File: config.mk
export PLATFORM = sky130hd
export DESIGN_NAME = mips_core
export DESIGN_NICKNAME = d
export VERILOG_FILES = /design/src/mips_pkg.sv /design/src/mips_bus_if.sv /design/src/decode_stage.sv /design/src/execute_stage.sv /design/src/fetch_stage.sv /design/src/memory_stage.sv /design/src/mips_core.sv /design/src/reg_file.sv
export SDC_FILE = /design/constraint.sdc
export NUM_CORES = 2
export LEC_CHECK = 0
export BUFFER_PORTS_ARGS = -buffer_cell sky130_fd_sc_hd__buf_2
export CORE_MARGIN = 2
export CORE_UTILIZATION = 40
export DETAILED_ROUTE_END_ITERATION = 10
export SLEW_MARGIN = 20
export SYNTH_ARGS = -nofsm -noshare
export SYNTH_HDL_FRONTEND = slang
export SYNTH_SLANG_ARGS = --single-unit
File: constraint.sdc
create_clock -name clk -period 3.3 [get_ports clk]
set_input_delay 0.495 -clock clk [delete_from_list [all_inputs] [get_ports clk]]
set_output_delay 0.495 -clock clk [all_outputs]
set_load 0.05 [all_outputs]
File: src/mips_pkg.sv
// shared types, opcode and funct encodings, ALU operation codes
`default_nettype none

package mips_pkg;

    typedef logic [31:0] word_t;
    typedef logic [4:0]  reg_addr_t;
    typedef logic [5:0]  opcode_t;
    typedef logic [5:0]  funct_t;
    typedef logic [3:0]  alu_op_t;

    // major opcodes
    localparam opcode_t OP_SPECIAL = 6'h00;
    localparam opcode_t OP_ADDIU   = 6'h09;
    localparam opcode_t OP_ANDI    = 6'h0c;
    localparam opcode_t OP_ORI     = 6'h0d;
    localparam opcode_t OP_LUI     = 6'h0f;
    localparam opcode_t OP_LW      = 6'h23;
    localparam opcode_t OP_SW      = 6'h2b;

    // R-type function field
    localparam funct_t FN_ADDU = 6'h21;
    localparam funct_t FN_SUBU = 6'h23;
    localparam funct_t FN_AND  = 6'h24;
    localparam funct_t FN_OR   = 6'h25;
    localparam funct_t FN_XOR  = 6'h26;
    localparam funct_t FN_SLT  = 6'h2a;

    // ALU operations
    localparam alu_op_t ALU_ADD = 4'd0;
    localparam alu_op_t ALU_SUB = 4'd1;
    localparam alu_op_t ALU_AND = 4'd2;
    localparam alu_op_t ALU_OR  = 4'd3;
    localparam alu_op_t ALU_XOR = 4'd4;
    localparam alu_op_t ALU_SLT = 4'd5;
    localparam alu_op_t ALU_LUI = 4'd6;

endpackage

`default_nettype wire

File: src/mips_bus_if.sv
// decode/execute and execute/memory stage buses
`timescale 1ns/1ps
`default_nettype none

interface dec_ex_if;
    mips_pkg::alu_op_t   alu_op;
    mips_pkg::word_t     a;
    mips_pkg::word_t     b;
    mips_pkg::word_t     store_data;
    logic                is_load;
    logic                is_store;
    logic                wr_en;
    mips_pkg::reg_addr_t wr_addr;

    modport src (
        output alu_op, a, b, store_data, is_load, is_store, wr_en, wr_addr
    );
    modport dst (
        input alu_op, a, b, store_data, is_load, is_store, wr_en, wr_addr
    );
endinterface

interface ex_mem_if;
    // ALU value, or the byte address for loads and stores
    mips_pkg::word_t     result;
    mips_pkg::word_t     store_data;
    logic                is_load;
    logic                is_store;
    logic                wr_en;
    mips_pkg::reg_addr_t wr_addr;

    modport src (
        output result, store_data, is_load, is_store, wr_en, wr_addr
    );
    modport dst (
        input result, store_data, is_load, is_store, wr_en, wr_addr
    );
endinterface

`default_nettype wire

File: src/decode_stage.sv
// instruction decode, operand forwarding, load-use interlock
// and the decode/execute register
`timescale 1ns/1ps
`default_nettype none

module decode_stage (
    input  logic                clk,
    input  logic                arst_n_i,
    input  mips_pkg::word_t     instr_i,
    input  mips_pkg::word_t     rd1_data_i,
    input  mips_pkg::word_t     rd2_data_i,
    input  logic                ex_wr_en_i,
    input  logic                ex_is_load_i,
    input  mips_pkg::reg_addr_t ex_wr_addr_i,
    input  mips_pkg::word_t     ex_result_i,
    input  logic                mem_wr_en_i,
    input  mips_pkg::reg_addr_t mem_wr_addr_i,
    input  mips_pkg::word_t     mem_result_i,
    output mips_pkg::reg_addr_t rd1_addr_o,
    output mips_pkg::reg_addr_t rd2_addr_o,
    output logic                stall_o,
    dec_ex_if.src               dec_o
);

    mips_pkg::opcode_t   opcode;
    mips_pkg::funct_t    funct;
    mips_pkg::reg_addr_t rs;
    mips_pkg::reg_addr_t rt;
    mips_pkg::reg_addr_t rd;
    mips_pkg::reg_addr_t wr_addr;
    mips_pkg::word_t     simm;
    mips_pkg::word_t     zimm;
    mips_pkg::word_t     fwd_a;
    mips_pkg::word_t     fwd_b;
    mips_pkg::alu_op_t   alu_op;
    logic                wr_en;
    logic                is_load;
    logic                is_store;
    logic                use_imm;
    logic                imm_zext;
    logic                uses_rs;
    logic                uses_rt;
    logic                load_use;

    assign opcode  = instr_i[31:26];
    assign rs      = instr_i[25:21];
    assign rt      = instr_i[20:16];
    assign rd      = instr_i[15:11];
    assign funct   = instr_i[5:0];
    assign simm    = {{16{instr_i[15]}}, instr_i[15:0]};
    assign zimm    = {16'h0000, instr_i[15:0]};
    assign wr_addr = (opcode == mips_pkg::OP_SPECIAL) ? rd : rt;

    always_comb begin
        alu_op   = mips_pkg::ALU_ADD;
        wr_en    = 1'b1;
        is_load  = 1'b0;
        is_store = 1'b0;
        use_imm  = 1'b1;
        imm_zext = 1'b0;
        uses_rs  = 1'b1;
        uses_rt  = 1'b0;
        case (opcode)
            mips_pkg::OP_SPECIAL: begin
                use_imm = 1'b0;
                uses_rt = 1'b1;
                case (funct)
                    mips_pkg::FN_ADDU: alu_op = mips_pkg::ALU_ADD;
                    mips_pkg::FN_SUBU: alu_op = mips_pkg::ALU_SUB;
                    mips_pkg::FN_AND:  alu_op = mips_pkg::ALU_AND;
                    mips_pkg::FN_OR:   alu_op = mips_pkg::ALU_OR;
                    mips_pkg::FN_XOR:  alu_op = mips_pkg::ALU_XOR;
                    mips_pkg::FN_SLT:  alu_op = mips_pkg::ALU_SLT;
                    // includes the all-zero NOP
                    default: begin
                        wr_en   = 1'b0;
                        uses_rs = 1'b0;
                        uses_rt = 1'b0;
                    end
                endcase
            end
            mips_pkg::OP_ADDIU: alu_op = mips_pkg::ALU_ADD;
            mips_pkg::OP_ANDI: begin
                alu_op   = mips_pkg::ALU_AND;
                imm_zext = 1'b1;
            end
            mips_pkg::OP_ORI: begin
                alu_op   = mips_pkg::ALU_OR;
                imm_zext = 1'b1;
            end
            mips_pkg::OP_LUI: begin
                alu_op   = mips_pkg::ALU_LUI;
                imm_zext = 1'b1;
                uses_rs  = 1'b0;
            end
            mips_pkg::OP_LW: is_load = 1'b1;
            mips_pkg::OP_SW: begin
                wr_en    = 1'b0;
                is_store = 1'b1;
                uses_rt  = 1'b1;
            end
            default: begin
                wr_en   = 1'b0;
                uses_rs = 1'b0;
            end
        endcase
    end

    // execute beats memory, register file covers writeback
    assign fwd_a = (rs == '0) ? rd1_data_i :
                   (ex_wr_en_i && ex_wr_addr_i == rs) ? ex_result_i :
                   (mem_wr_en_i && mem_wr_addr_i == rs) ? mem_result_i : rd1_data_i;
    assign fwd_b = (rt == '0) ? rd2_data_i :
                   (ex_wr_en_i && ex_wr_addr_i == rt) ? ex_result_i :
                   (mem_wr_en_i && mem_wr_addr_i == rt) ? mem_result_i : rd2_data_i;

    assign load_use = ex_is_load_i && ex_wr_en_i && ex_wr_addr_i != '0 &&
                      ((uses_rs && ex_wr_addr_i == rs) || (uses_rt && ex_wr_addr_i == rt));

    assign rd1_addr_o = rs;
    assign rd2_addr_o = rt;
    assign stall_o    = load_use;

    always_ff @(posedge clk or negedge arst_n_i) begin
        if (!arst_n_i) begin
            dec_o.wr_en    <= 1'b0;
            dec_o.is_load  <= 1'b0;
            dec_o.is_store <= 1'b0;
        end else begin
            // bubble while the load is still in execute
            dec_o.wr_en    <= wr_en && !load_use;
            dec_o.is_load  <= is_load && !load_use;
            dec_o.is_store <= is_store && !load_use;
        end
    end

    always_ff @(posedge clk) begin
        dec_o.alu_op     <= alu_op;
        dec_o.a          <= fwd_a;
        dec_o.b          <= use_imm ? (imm_zext ? zimm : simm) : fwd_b;
        dec_o.store_data <= fwd_b;
        dec_o.wr_addr    <= wr_addr;
    end

    a_single_stall: assert property (@(posedge clk) disable iff (!arst_n_i)
        stall_o |=> !stall_o);

endmodule

`default_nettype wire

File: src/execute_stage.sv
// ALU, address generation and the execute/memory register
`timescale 1ns/1ps
`default_nettype none

module execute_stage (
    input  logic                clk,
    input  logic                arst_n_i,
    dec_ex_if.dst               dec_i,
    output logic                ex_wr_en_o,
    output logic                ex_is_load_o,
    output mips_pkg::reg_addr_t ex_wr_addr_o,
    output mips_pkg::word_t     ex_result_o,
    ex_mem_if.src               exm_o
);

    mips_pkg::word_t alu_result;

    // loads and stores come through as ALU_ADD
    always_comb begin
        case (dec_i.alu_op)
            mips_pkg::ALU_SUB: alu_result = dec_i.a - dec_i.b;
            mips_pkg::ALU_AND: alu_result = dec_i.a & dec_i.b;
            mips_pkg::ALU_OR:  alu_result = dec_i.a | dec_i.b;
            mips_pkg::ALU_XOR: alu_result = dec_i.a ^ dec_i.b;
            mips_pkg::ALU_SLT: alu_result = {31'd0, $signed(dec_i.a) < $signed(dec_i.b)};
            mips_pkg::ALU_LUI: alu_result = {dec_i.b[15:0], 16'h0000};
            default:           alu_result = dec_i.a + dec_i.b;
        endcase
    end

    // forwarding and interlock view of this stage
    assign ex_wr_en_o   = dec_i.wr_en;
    assign ex_is_load_o = dec_i.is_load;
    assign ex_wr_addr_o = dec_i.wr_addr;
    assign ex_result_o  = alu_result;

    always_ff @(posedge clk or negedge arst_n_i) begin
        if (!arst_n_i) begin
            exm_o.wr_en    <= 1'b0;
            exm_o.is_load  <= 1'b0;
            exm_o.is_store <= 1'b0;
        end else begin
            exm_o.wr_en    <= dec_i.wr_en;
            exm_o.is_load  <= dec_i.is_load;
            exm_o.is_store <= dec_i.is_store;
        end
    end

    always_ff @(posedge clk) begin
        exm_o.result     <= alu_result;
        exm_o.store_data <= dec_i.store_data;
        exm_o.wr_addr    <= dec_i.wr_addr;
    end

endmodule

`default_nettype wire

File: src/fetch_stage.sv
// program counter, ROM strobe, fetch/decode instruction register
`timescale 1ns/1ps
`default_nettype none

module fetch_stage #(
    parameter mips_pkg::word_t RESET_PC = '0
) (
    input  logic            clk,
    input  logic            arst_n_i,
    input  logic            stall_i,
    input  mips_pkg::word_t rom_data_i,
    output mips_pkg::word_t rom_addr_o,
    output logic            rom_en_o,
    output mips_pkg::word_t instr_o
);

    mips_pkg::word_t pc;
    mips_pkg::word_t instr_q;
    logic            en_q;

    // first enabled cycle fetches RESET_PC, then step by one word
    always_ff @(posedge clk or negedge arst_n_i) begin
        if (!arst_n_i) begin
            pc      <= RESET_PC;
            en_q    <= 1'b0;
            instr_q <= '0;
        end else begin
            en_q <= 1'b1;
            if (en_q && !stall_i) begin
                pc <= pc + 32'd4;
            end
            if (!stall_i) begin
                instr_q <= en_q ? rom_data_i : '0;
            end
        end
    end

    assign rom_addr_o = pc;
    assign rom_en_o   = en_q;
    assign instr_o    = instr_q;

    a_pc_aligned: assert property (@(posedge clk) disable iff (!arst_n_i)
        rom_addr_o[1:0] == 2'b00);

endmodule

`default_nettype wire

File: src/memory_stage.sv
// data RAM strobes, load return and the memory/writeback register
`timescale 1ns/1ps
`default_nettype none

module memory_stage (
    input  logic                clk,
    input  logic                arst_n_i,
    ex_mem_if.dst               exm_i,
    input  mips_pkg::word_t     ram_rdata_i,
    output mips_pkg::word_t     ram_addr_o,
    output mips_pkg::word_t     ram_wdata_o,
    output logic                ram_en_o,
    output logic                ram_we_o,
    output logic                mem_wr_en_o,
    output mips_pkg::reg_addr_t mem_wr_addr_o,
    output mips_pkg::word_t     mem_result_o,
    output logic                wb_wr_en_o,
    output mips_pkg::reg_addr_t wb_wr_addr_o,
    output mips_pkg::word_t     wb_data_o
);

    mips_pkg::word_t mem_result;

    assign ram_addr_o  = exm_i.result;
    assign ram_wdata_o = exm_i.store_data;
    assign ram_en_o    = exm_i.is_load || exm_i.is_store;
    assign ram_we_o    = exm_i.is_store;

    // RAM read is combinational, so load data is ready this cycle
    assign mem_result    = exm_i.is_load ? ram_rdata_i : exm_i.result;
    assign mem_wr_en_o   = exm_i.wr_en;
    assign mem_wr_addr_o = exm_i.wr_addr;
    assign mem_result_o  = mem_result;

    always_ff @(posedge clk or negedge arst_n_i) begin
        if (!arst_n_i) begin
            wb_wr_en_o <= 1'b0;
        end else begin
            wb_wr_en_o <= exm_i.wr_en;
        end
    end

    always_ff @(posedge clk) begin
        wb_wr_addr_o <= exm_i.wr_addr;
        wb_data_o    <= mem_result;
    end

    a_we_has_en: assert property (@(posedge clk) disable iff (!arst_n_i)
        ram_we_o |-> ram_en_o);

    a_ram_aligned: assert property (@(posedge clk) disable iff (!arst_n_i)
        ram_en_o |-> ram_addr_o[1:0] == 2'b00);

endmodule

`default_nettype wire

File: src/mips_core.sv
// five-stage MIPS core top level with ROM and RAM ports
`timescale 1ns/1ps
`default_nettype none

module mips_core #(
    parameter mips_pkg::word_t RESET_PC = '0
) (
    input  logic            clk,
    input  logic            arst_n_i,
    input  mips_pkg::word_t rom_data_i,
    input  mips_pkg::word_t ram_rdata_i,
    output mips_pkg::word_t rom_addr_o,
    output logic            rom_en_o,
    output mips_pkg::word_t ram_addr_o,
    output mips_pkg::word_t ram_wdata_o,
    output logic            ram_en_o,
    output logic            ram_we_o
);

    mips_pkg::word_t     instr;
    logic                stall;
    mips_pkg::reg_addr_t rd1_addr;
    mips_pkg::reg_addr_t rd2_addr;
    mips_pkg::word_t     rd1_data;
    mips_pkg::word_t     rd2_data;
    logic                ex_wr_en;
    logic                ex_is_load;
    mips_pkg::reg_addr_t ex_wr_addr;
    mips_pkg::word_t     ex_result;
    logic                mem_wr_en;
    mips_pkg::reg_addr_t mem_wr_addr;
    mips_pkg::word_t     mem_result;
    logic                wb_wr_en;
    mips_pkg::reg_addr_t wb_wr_addr;
    mips_pkg::word_t     wb_data;

    dec_ex_if dec_ex ();
    ex_mem_if ex_mem ();

    fetch_stage #(
        .RESET_PC (RESET_PC)
    ) u_fetch (
        .clk        (clk),
        .arst_n_i   (arst_n_i),
        .stall_i    (stall),
        .rom_data_i (rom_data_i),
        .rom_addr_o (rom_addr_o),
        .rom_en_o   (rom_en_o),
        .instr_o    (instr)
    );

    reg_file u_reg_file (
        .clk        (clk),
        .arst_n_i   (arst_n_i),
        .rd1_addr_i (rd1_addr),
        .rd2_addr_i (rd2_addr),
        .wr_en_i    (wb_wr_en),
        .wr_addr_i  (wb_wr_addr),
        .wr_data_i  (wb_data),
        .rd1_data_o (rd1_data),
        .rd2_data_o (rd2_data)
    );

    decode_stage u_decode (
        .clk           (clk),
        .arst_n_i      (arst_n_i),
        .instr_i       (instr),
        .rd1_data_i    (rd1_data),
        .rd2_data_i    (rd2_data),
        .ex_wr_en_i    (ex_wr_en),
        .ex_is_load_i  (ex_is_load),
        .ex_wr_addr_i  (ex_wr_addr),
        .ex_result_i   (ex_result),
        .mem_wr_en_i   (mem_wr_en),
        .mem_wr_addr_i (mem_wr_addr),
        .mem_result_i  (mem_result),
        .rd1_addr_o    (rd1_addr),
        .rd2_addr_o    (rd2_addr),
        .stall_o       (stall),
        .dec_o         (dec_ex.src)
    );

    execute_stage u_execute (
        .clk          (clk),
        .arst_n_i     (arst_n_i),
        .dec_i        (dec_ex.dst),
        .ex_wr_en_o   (ex_wr_en),
        .ex_is_load_o (ex_is_load),
        .ex_wr_addr_o (ex_wr_addr),
        .ex_result_o  (ex_result),
        .exm_o        (ex_mem.src)
    );

    memory_stage u_memory (
        .clk           (clk),
        .arst_n_i      (arst_n_i),
        .exm_i         (ex_mem.dst),
        .ram_rdata_i   (ram_rdata_i),
        .ram_addr_o    (ram_addr_o),
        .ram_wdata_o   (ram_wdata_o),
        .ram_en_o      (ram_en_o),
        .ram_we_o      (ram_we_o),
        .mem_wr_en_o   (mem_wr_en),
        .mem_wr_addr_o (mem_wr_addr),
        .mem_result_o  (mem_result),
        .wb_wr_en_o    (wb_wr_en),
        .wb_wr_addr_o  (wb_wr_addr),
        .wb_data_o     (wb_data)
    );

endmodule

`default_nettype wire

File: src/reg_file.sv
// 32 x 32 register file, two read ports, one write port with write-through
`timescale 1ns/1ps
`default_nettype none

module reg_file (
    input  logic                clk,
    input  logic                arst_n_i,
    input  mips_pkg::reg_addr_t rd1_addr_i,
    input  mips_pkg::reg_addr_t rd2_addr_i,
    input  logic                wr_en_i,
    input  mips_pkg::reg_addr_t wr_addr_i,
    input  mips_pkg::word_t     wr_data_i,
    output mips_pkg::word_t     rd1_data_o,
    output mips_pkg::word_t     rd2_data_o
);

    mips_pkg::word_t regs [32];

    always_ff @(posedge clk) begin
        if (wr_en_i && wr_addr_i != '0) begin
            regs[wr_addr_i] <= wr_data_i;
        end
    end

    // $0 is hardwired, a same-cycle write wins over the array
    always_comb begin
        if (rd1_addr_i == '0) begin
            rd1_data_o = '0;
        end else if (wr_en_i && wr_addr_i == rd1_addr_i) begin
            rd1_data_o = wr_data_i;
        end else begin
            rd1_data_o = regs[rd1_addr_i];
        end
        if (rd2_addr_i == '0) begin
            rd2_data_o = '0;
        end else if (wr_en_i && wr_addr_i == rd2_addr_i) begin
            rd2_data_o = wr_data_i;
        end else begin
            rd2_data_o = regs[rd2_addr_i];
        end
    end

    a_zero_rd1: assert property (@(posedge clk) disable iff (!arst_n_i)
        rd1_addr_i == '0 |-> rd1_data_o == '0);

    a_zero_rd2: assert property (@(posedge clk) disable iff (!arst_n_i)
        rd2_addr_i == '0 |-> rd2_data_o == '0);

endmodule

`default_nettype wire

* Word-level counts from Yosys, hierarchy flattened *
Memory sizes are Yosys's and may differ from the RTL's.
Cells that the tools add are included.

storage, ports and cells
  bits in registers = 283
  bits in writable memories = 1024
  input port bits = 66
  output and inout bits = 99
  word-level logic and storage cells = 107
  memories kept = 1

operators by class
  add/sub/neg operators = 3
  order comparisons = 1
  eq/ne operators = 24
  mux-type cells = 27
  bitwise logic cells = 3
  reductions and logical operators = 28

memories
  memory           depth  width  rd ports  clocked after Yosys merged registers in  wr ports  RTL line        RTL
  u_reg_file.regs  32     32     2         0                                        1         reg_file.sv:17  mips_pkg::word_t regs [32];

operator list
  operator                                                          count
  32-bit 2-to-1 mux                                                 14
  32-bit one-hot mux with 6 select lines                            1
  6-bit == test (second input constant)                             8
  32-bit by 3-bit adder with 32-bit output (second input constant)  1
  32-bit adder                                                      1
  32-bit bitwise AND                                                1
  32-bit less-than comparator                                       1
  32-bit OR                                                         1
  32-bit subtractor                                                 1
  32-bit bitwise XOR                                                1
  5-bit == test                                                     6
  6-bit by 4-bit == test with 1-bit output (second input constant)  4
  1-bit logical AND                                                 16
  4-bit one-hot mux with 4 select lines                             1
  3-bit one-hot mux with 5 select lines                             1
  4-bit by 3-bit == test with 1-bit output (second input constant)  3
  5-bit zero test                                                   2
  5-bit nonzero test                                                2
  5-bit OR reduction                                                2
  4-bit by 2-bit == test with 1-bit output (second input constant)  2
  6-bit zero test                                                   1
  1-bit 2-to-1 mux                                                  6
  1-bit one-hot mux with 2 select lines                             3
  6-bit OR reduction                                                1
  5 further kinds                                                   6

* Logic depth before layout (Yosys ltp) *
  depth after elaboration = 9
  mapped depth = 14
  mapped depth without buffers = 12

* Modules after synthesis *
Synthesis repeated with hierarchy kept, for this count alone.

second synthesis, totals
  cells, all modules = 4371
  area total of the unflattened synthesis = 64204.1 um^2

by module, submodules not included
  module         times used  cells an instance  area each (um^2)  sequential area each (um^2)
  reg_file       1           2520               47869.7           30749.5
  execute_stage  1           872                6615.1            1456.4
  decode_stage   1           566                5121.2            2157.1
  fetch_stage    1           267                2752.6            1576.5
  memory_stage   1           146                1845.5            765.7

* Least setup slack after synthesis *
Ideal clock, no wire load.

  kind = register to register
  start = register u_decode.dec_o.a[0]
  end = register u_decode.dec_o.b[10]
  setup time = 0.121 ns
  arrival time = 2.990 ns
  required time = 3.179 ns
  path slack = 0.189 ns
  stages on the path, launching flop included = 13
  buffers on the path = 0
  period minus slack after synthesis = 3.111 ns
  cells stage by stage = dfxtp_1 -> inv_1 -> ha_1 -> fa_1 -> o21ba_2 -> nor4_1 -> o21ai_0 -> a21oi_1 -> o21ai_0 -> and4_1 -> or3b_2 -> o21a_1 -> mux2_2

between the ends
  cells in the longest elaborated chain, start to end = 5
  elaborated cells between the ends (all ways) = 6
  classes of those cells = 2 x add/sub; 4 x mux

RTL lines
  item                                               RTL line                                  RTL
  start: declaration                                 mips_bus_if.sv:16                         output alu_op, a, b, store_data, is_load, is_store, wr_en, wr_addr
  start signal: assignment                           decode_stage.sv:139                       dec_o.a <= fwd_a;
  32-bit adder or 32-bit subtractor (tied branches)  execute_stage.sv:27, execute_stage.sv:21
  32-bit one-hot mux with 6 select lines (*)         execute_stage.sv:20                       case (dec_i.alu_op)
  via ex_result[10]                                  mips_core.sv:29                           mips_pkg::word_t ex_result;
  32-bit 2-to-1 mux (*)                              decode_stage.sv:114                       (ex_wr_en_i && ex_wr_addr_i == rt) ? ex_result_i :
  32-bit 2-to-1 mux (*)                              decode_stage.sv:113                       assign fwd_b = (rt == '0) ? rd2_data_i :
  via u_decode.fwd_b[10]                             decode_stage.sv:34                        mips_pkg::word_t fwd_b;
  32-bit 2-to-1 mux (*)                              decode_stage.sv:140                       dec_o.b <= use_imm ? (imm_zext ? zimm : simm) : fwd_b;
  end signal: assignment                             decode_stage.sv:140
  end: declaration                                   mips_bus_if.sv:16

The timed path passes the listed nets; every way through them passes the cells marked *.
A chain may end at the register's enable or synchronous reset.

* Worst setup path after layout *
  start = register u_decode.dec_o.a[0]
  end = register u_decode.dec_o.a[24]

between the ends
  cells in the longest elaborated chain, start to end = 4
  elaborated cells between the ends (all ways) = 5
  classes of those cells = 2 x add/sub; 3 x mux

RTL lines
  item                                               RTL line                                  RTL
  32-bit adder or 32-bit subtractor (tied branches)  execute_stage.sv:27, execute_stage.sv:21
  32-bit one-hot mux with 6 select lines (*)         execute_stage.sv:20
  32-bit 2-to-1 mux (*)                              decode_stage.sv:111                       (ex_wr_en_i && ex_wr_addr_i == rs) ? ex_result_i :
  32-bit 2-to-1 mux (*)                              decode_stage.sv:110                       assign fwd_a = (rs == '0) ? rd1_data_i :
  via u_decode.fwd_a[24]                             decode_stage.sv:33                        mips_pkg::word_t fwd_a;

Marks and branches as above.

==> impl_metrics.env <==
export IMPL_p_leak_nw=27.0
export IMPL_first_global_vias=42600
export IMPL_cap_violations=0
export IMPL_finalHoldViolCount=0
export IMPL_slew_viol_final=0
export IMPL_p_int_mw=34.1
export IMPL_violations="setup timing"
export IMPL_wl_per_cell_um=32.2
export IMPL_clock_skew_ps=45.3
export IMPL_num_vias=42700
export IMPL_synth_xor_area_share_pct=0.999
export IMPL_clock_latency_ps=810
export IMPL_final_common_cell="edfxtp_1"
export IMPL_dp_hpwl_um=147000
export IMPL_overflow=0
export IMPL_cts_buffers_inserted=143
export IMPL_min_period_ps=3370
export IMPL_initial_core_util_pct=40.3
export IMPL_syn_inst=3982
export IMPL_slew_headroom_pct=31.7
export IMPL_clock_fmax_mhz=297
export IMPL_area_growth_pct=21.8
export IMPL_nFillCells=13100
export IMPL_dieArea_mm2=0.161
export IMPL_finalSetupViolCount=9
export IMPL_stdcell_area_mm2=0.0769
export IMPL_grt_setup_unrepaired="yes"
export IMPL_antenna_left=0
export IMPL_cp_end_kind="flop"
export IMPL_h_tree_depth=4
export IMPL_drive_gt1_share_pct=38.2
export IMPL_final_nets=4829
export IMPL_synth_ff_type="edfxtp_1"
export IMPL_hold_class="in2reg"
export IMPL_synth_seq_cells=1304
export IMPL_power_frac_comb_pct=24.6
export IMPL_synthMuxAreaShare_pct=24.1
export IMPL_synth_area_mm2=0.0632
export IMPL_pwr_share_seq_pct=42.4
export IMPL_die_h_um=401
export IMPL_drc_errors=0
export IMPL_yosysWarnings=0
export IMPL_regArea_mm2=0.0367
export IMPL_antenna_cells=0
export IMPL_cp_max_fo=4
export IMPL_synth_cell_types=91
export IMPL_seq_area_frac_synth_pct=58.1
export IMPL_worst_slack_ps=-67.4
export IMPL_drtPass1Iterations=6
export IMPL_grt_max_degree=45
export IMPL_fin_crit_sh_pct=102
export IMPL_synthAdderAreaFrac_pct=1.99
export IMPL_hold_ws_ps=51.8
export IMPL_dieWidth_um=401
export IMPL_asyncSetResetFlopFracSynth_pct=5.37
export IMPL_drtIter0Drc=5228
export IMPL_grt_pass1_wl_um=312000
export IMPL_synth_compound_area_share_pct=7.15
export IMPL_clkTransAtPathRegs_ps=60
export IMPL_clock_sinks=1304
export IMPL_ios=165
export IMPL_status="finished, violations left"
export IMPL_synth_simple_gate_area_share_pct=4.64
export IMPL_startpoint_type="flop"
export IMPL_grt_use_total_pct=27.1
export IMPL_max_slew_worst_pin_slew_ps=1020
export IMPL_p_per_area_mw_per_mm2=641
export IMPL_synth_edf_count=1024
export IMPL_synth_top_family_by_area="multiplexers"
export IMPL_syn_avg_cell_area_um2=15.9
export IMPL_root_buffer="clkbuf_16"
export IMPL_rows=145
export IMPL_dp_cells=6514
export IMPL_fin_cells=6840
export IMPL_dpl_instance_area_mm2=0.0709
export IMPL_ir_drop_mv=0.389
export IMPL_critPathArrivalTime_ps=4070
export IMPL_cts_tree="built"
export IMPL_antenna_found_initial=5
export IMPL_gp_congestion=1.00
export IMPL_p_sw_share_pct=30.9
export IMPL_multiInputGateArea_mm2=0.0256
export IMPL_final_cell_mix="1024 x edfxtp_1, 630 x mux4_2, 514 x buf_4, 199 x dfxtp_1, 172 x nor2_1"
export IMPL_critPathKind="reg2reg"
export IMPL_core_mm2=0.157
export IMPL_wirelength_um=220000
export IMPL_cts_buffer_depth=3
export IMPL_critPathRequiredTime_ps=4000
export IMPL_power_switching_mw=15.2
export IMPL_portBuffers=162
export IMPL_drt_vias_per_instance=6.25
export IMPL_pwr_share_clk_pct=33.0
==> area by class of cell <==
cell class	count	share of cell area, %
Sequential cell	1304	47.8
Multi-Input combinational cell	2259	33.3
Timing Repair Buffer	799	8.66
Clock buffer	183	5.02
Tap cell	2058	3.35
Clock inverter	80	1.16
Inverter	157	0.776
==> per-stage QoR <==
step                      setup TNS [ps]  power [mW]  worst slack, ps  util [%]
final                               -203        49.3            -67.4      49.1
after CTS                          -1.28        49.0            -1.28      48.7
after global placement             -5990        32.6             -424      45.3
after floorplan                        0        27.3              189         -
after detailed placement           -6750        32.6             -395      45.3
after global routing               -3050        50.9             -184      49.1
==> registers in the layout, summed over array words and instances, names as in the netlist <==
name                        cells
u_decode.dec_o.a               32
u_memory.wb_data_o             32
u_execute.exm_o.is_load         1
u_reg_file.regs              1024
u_execute.exm_o.wr_addr         5
u_execute.exm_o.is_store        1
u_memory.wb_wr_addr_o           5
u_memory.wb_wr_en_o             1
u_fetch.rom_en_o                1
u_execute.exm_o.wr_en           1
u_execute.exm_o.result         32
u_decode.dec_o.is_store         1
u_decode.dec_o.wr_addr          5
u_decode.dec_o.b               32
u_decode.dec_o.store_data      32
u_decode.dec_o.alu_op           3
u_execute.exm_o.store_data     32
u_fetch.rom_addr_o             30
u_decode.dec_o.is_load          1
u_decode.dec_o.wr_en            1
u_fetch.instr_o                32
==> final timing paths <==
path                                          startpoint                        endpoint  slack, ps  depth (start not counted)
min                                       ram_rdata_i[6]           u_memory.wb_data_o[6]         50                          2
min reg2reg                u_decode.dec_o.store_data[23]  u_execute.exm_o.store_data[23]        320                          0
max                                  u_decode.dec_o.a[0]            u_decode.dec_o.a[24]        -70                         14
max in group asynchronous                       arst_n_i                u_fetch.rom_en_o       2210                          3
max reg2reg                          u_decode.dec_o.a[0]            u_decode.dec_o.a[24]        -70                         14
min in group asynchronous                       arst_n_i          u_fetch.rom_addr_o[13]        290                          2
==> Yosys cell counts (15+ instances only) <==
cell / n / area [um^2]
o31ai_1: 27 / 203
ha_1: 97 / 1210
o21a_1: 16 / 120
xor2_1: 43 / 377
xnor2_1: 29 / 254
clkbuf_1: 168 / 631
o221ai_1: 15 / 131
nand4_1: 15 / 93.8
nand2_1: 147 / 552
nor4_1: 16 / 100
dfrtp_1: 70 / 1750
mux4_2: 630 / 14200
o21ai_0: 192 / 961
inv_1: 155 / 582
nand3_1: 86 / 430
mux2i_1: 61 / 611
dfxtp_1: 210 / 4200
buf_2: 68 / 340
a21oi_1: 163 / 816
a211oi_1: 92 / 691
mux2_2: 40 / 450
o211ai_1: 18 / 135
a31oi_1: 16 / 100
edfxtp_1: 1024 / 30700
buf_1: 45 / 169
and2_1: 16 / 100
nor3_1: 51 / 255
and3_1: 21 / 131
nor2_1: 208 / 781
==> power groups by stage <==
stage	Combinational (mW)	Sequential (mW)	Clock, mW
final	12.1	20.9	16.3
after global routing	12.8	21.0	17.1
after CTS	11.6	20.9	16.5
after detailed placement	11.4	21.2	0
after global placement	11.4	21.2	0
after floorplan	4.36	22.9	0
==> routing by layer <==
layer,vias to the layer above,share of wire [%],global-route usage (%)
met5,-,0.0041,0
met4,2,4.2,10.1
met3,467,8.8,5.58
met2,2388,47,43.6
met1,22400,40,36.3
li1,17400,-,-
==> kinds of logic after synthesis <==
| family | Yosys count |
|---|---|
| multiplexers | 731 |
| AND/OR/NAND/NOR | 630 |
| XOR/XNOR | 72 |
| buffers and inverters | 453 |
| other | 2 |
| adder cells (fa/ha/maj) | 99 |
| flip-flops | 1304 |
| AO/OA/AOI/OAI | 691 |
==> critical path: stages (launching register included) <==
cell       delay (ps)
dfxtp_2           330
inv_2              50
ha_4              150
fa_2              370
o21ba_4           220
nor4_4            250
buf_4             170
o2111ai_4         170
a311o_1           410
buf_6             150
a21oi_4           150
nor2_2             50
o2bb2ai_2         110
a221o_1           400
a211oi_2          260
==> what timing repair did <==
item	4_1_cts	5_1_grt
resized for setup	38	121
hold buffers	45	0
endpoints found under the setup margin	71	86
pin swaps	15	75
setup buffers	2	16
cloned	1	1
endpoints found under the hold margin	83	0
Power figures use the tool's default switching activity.
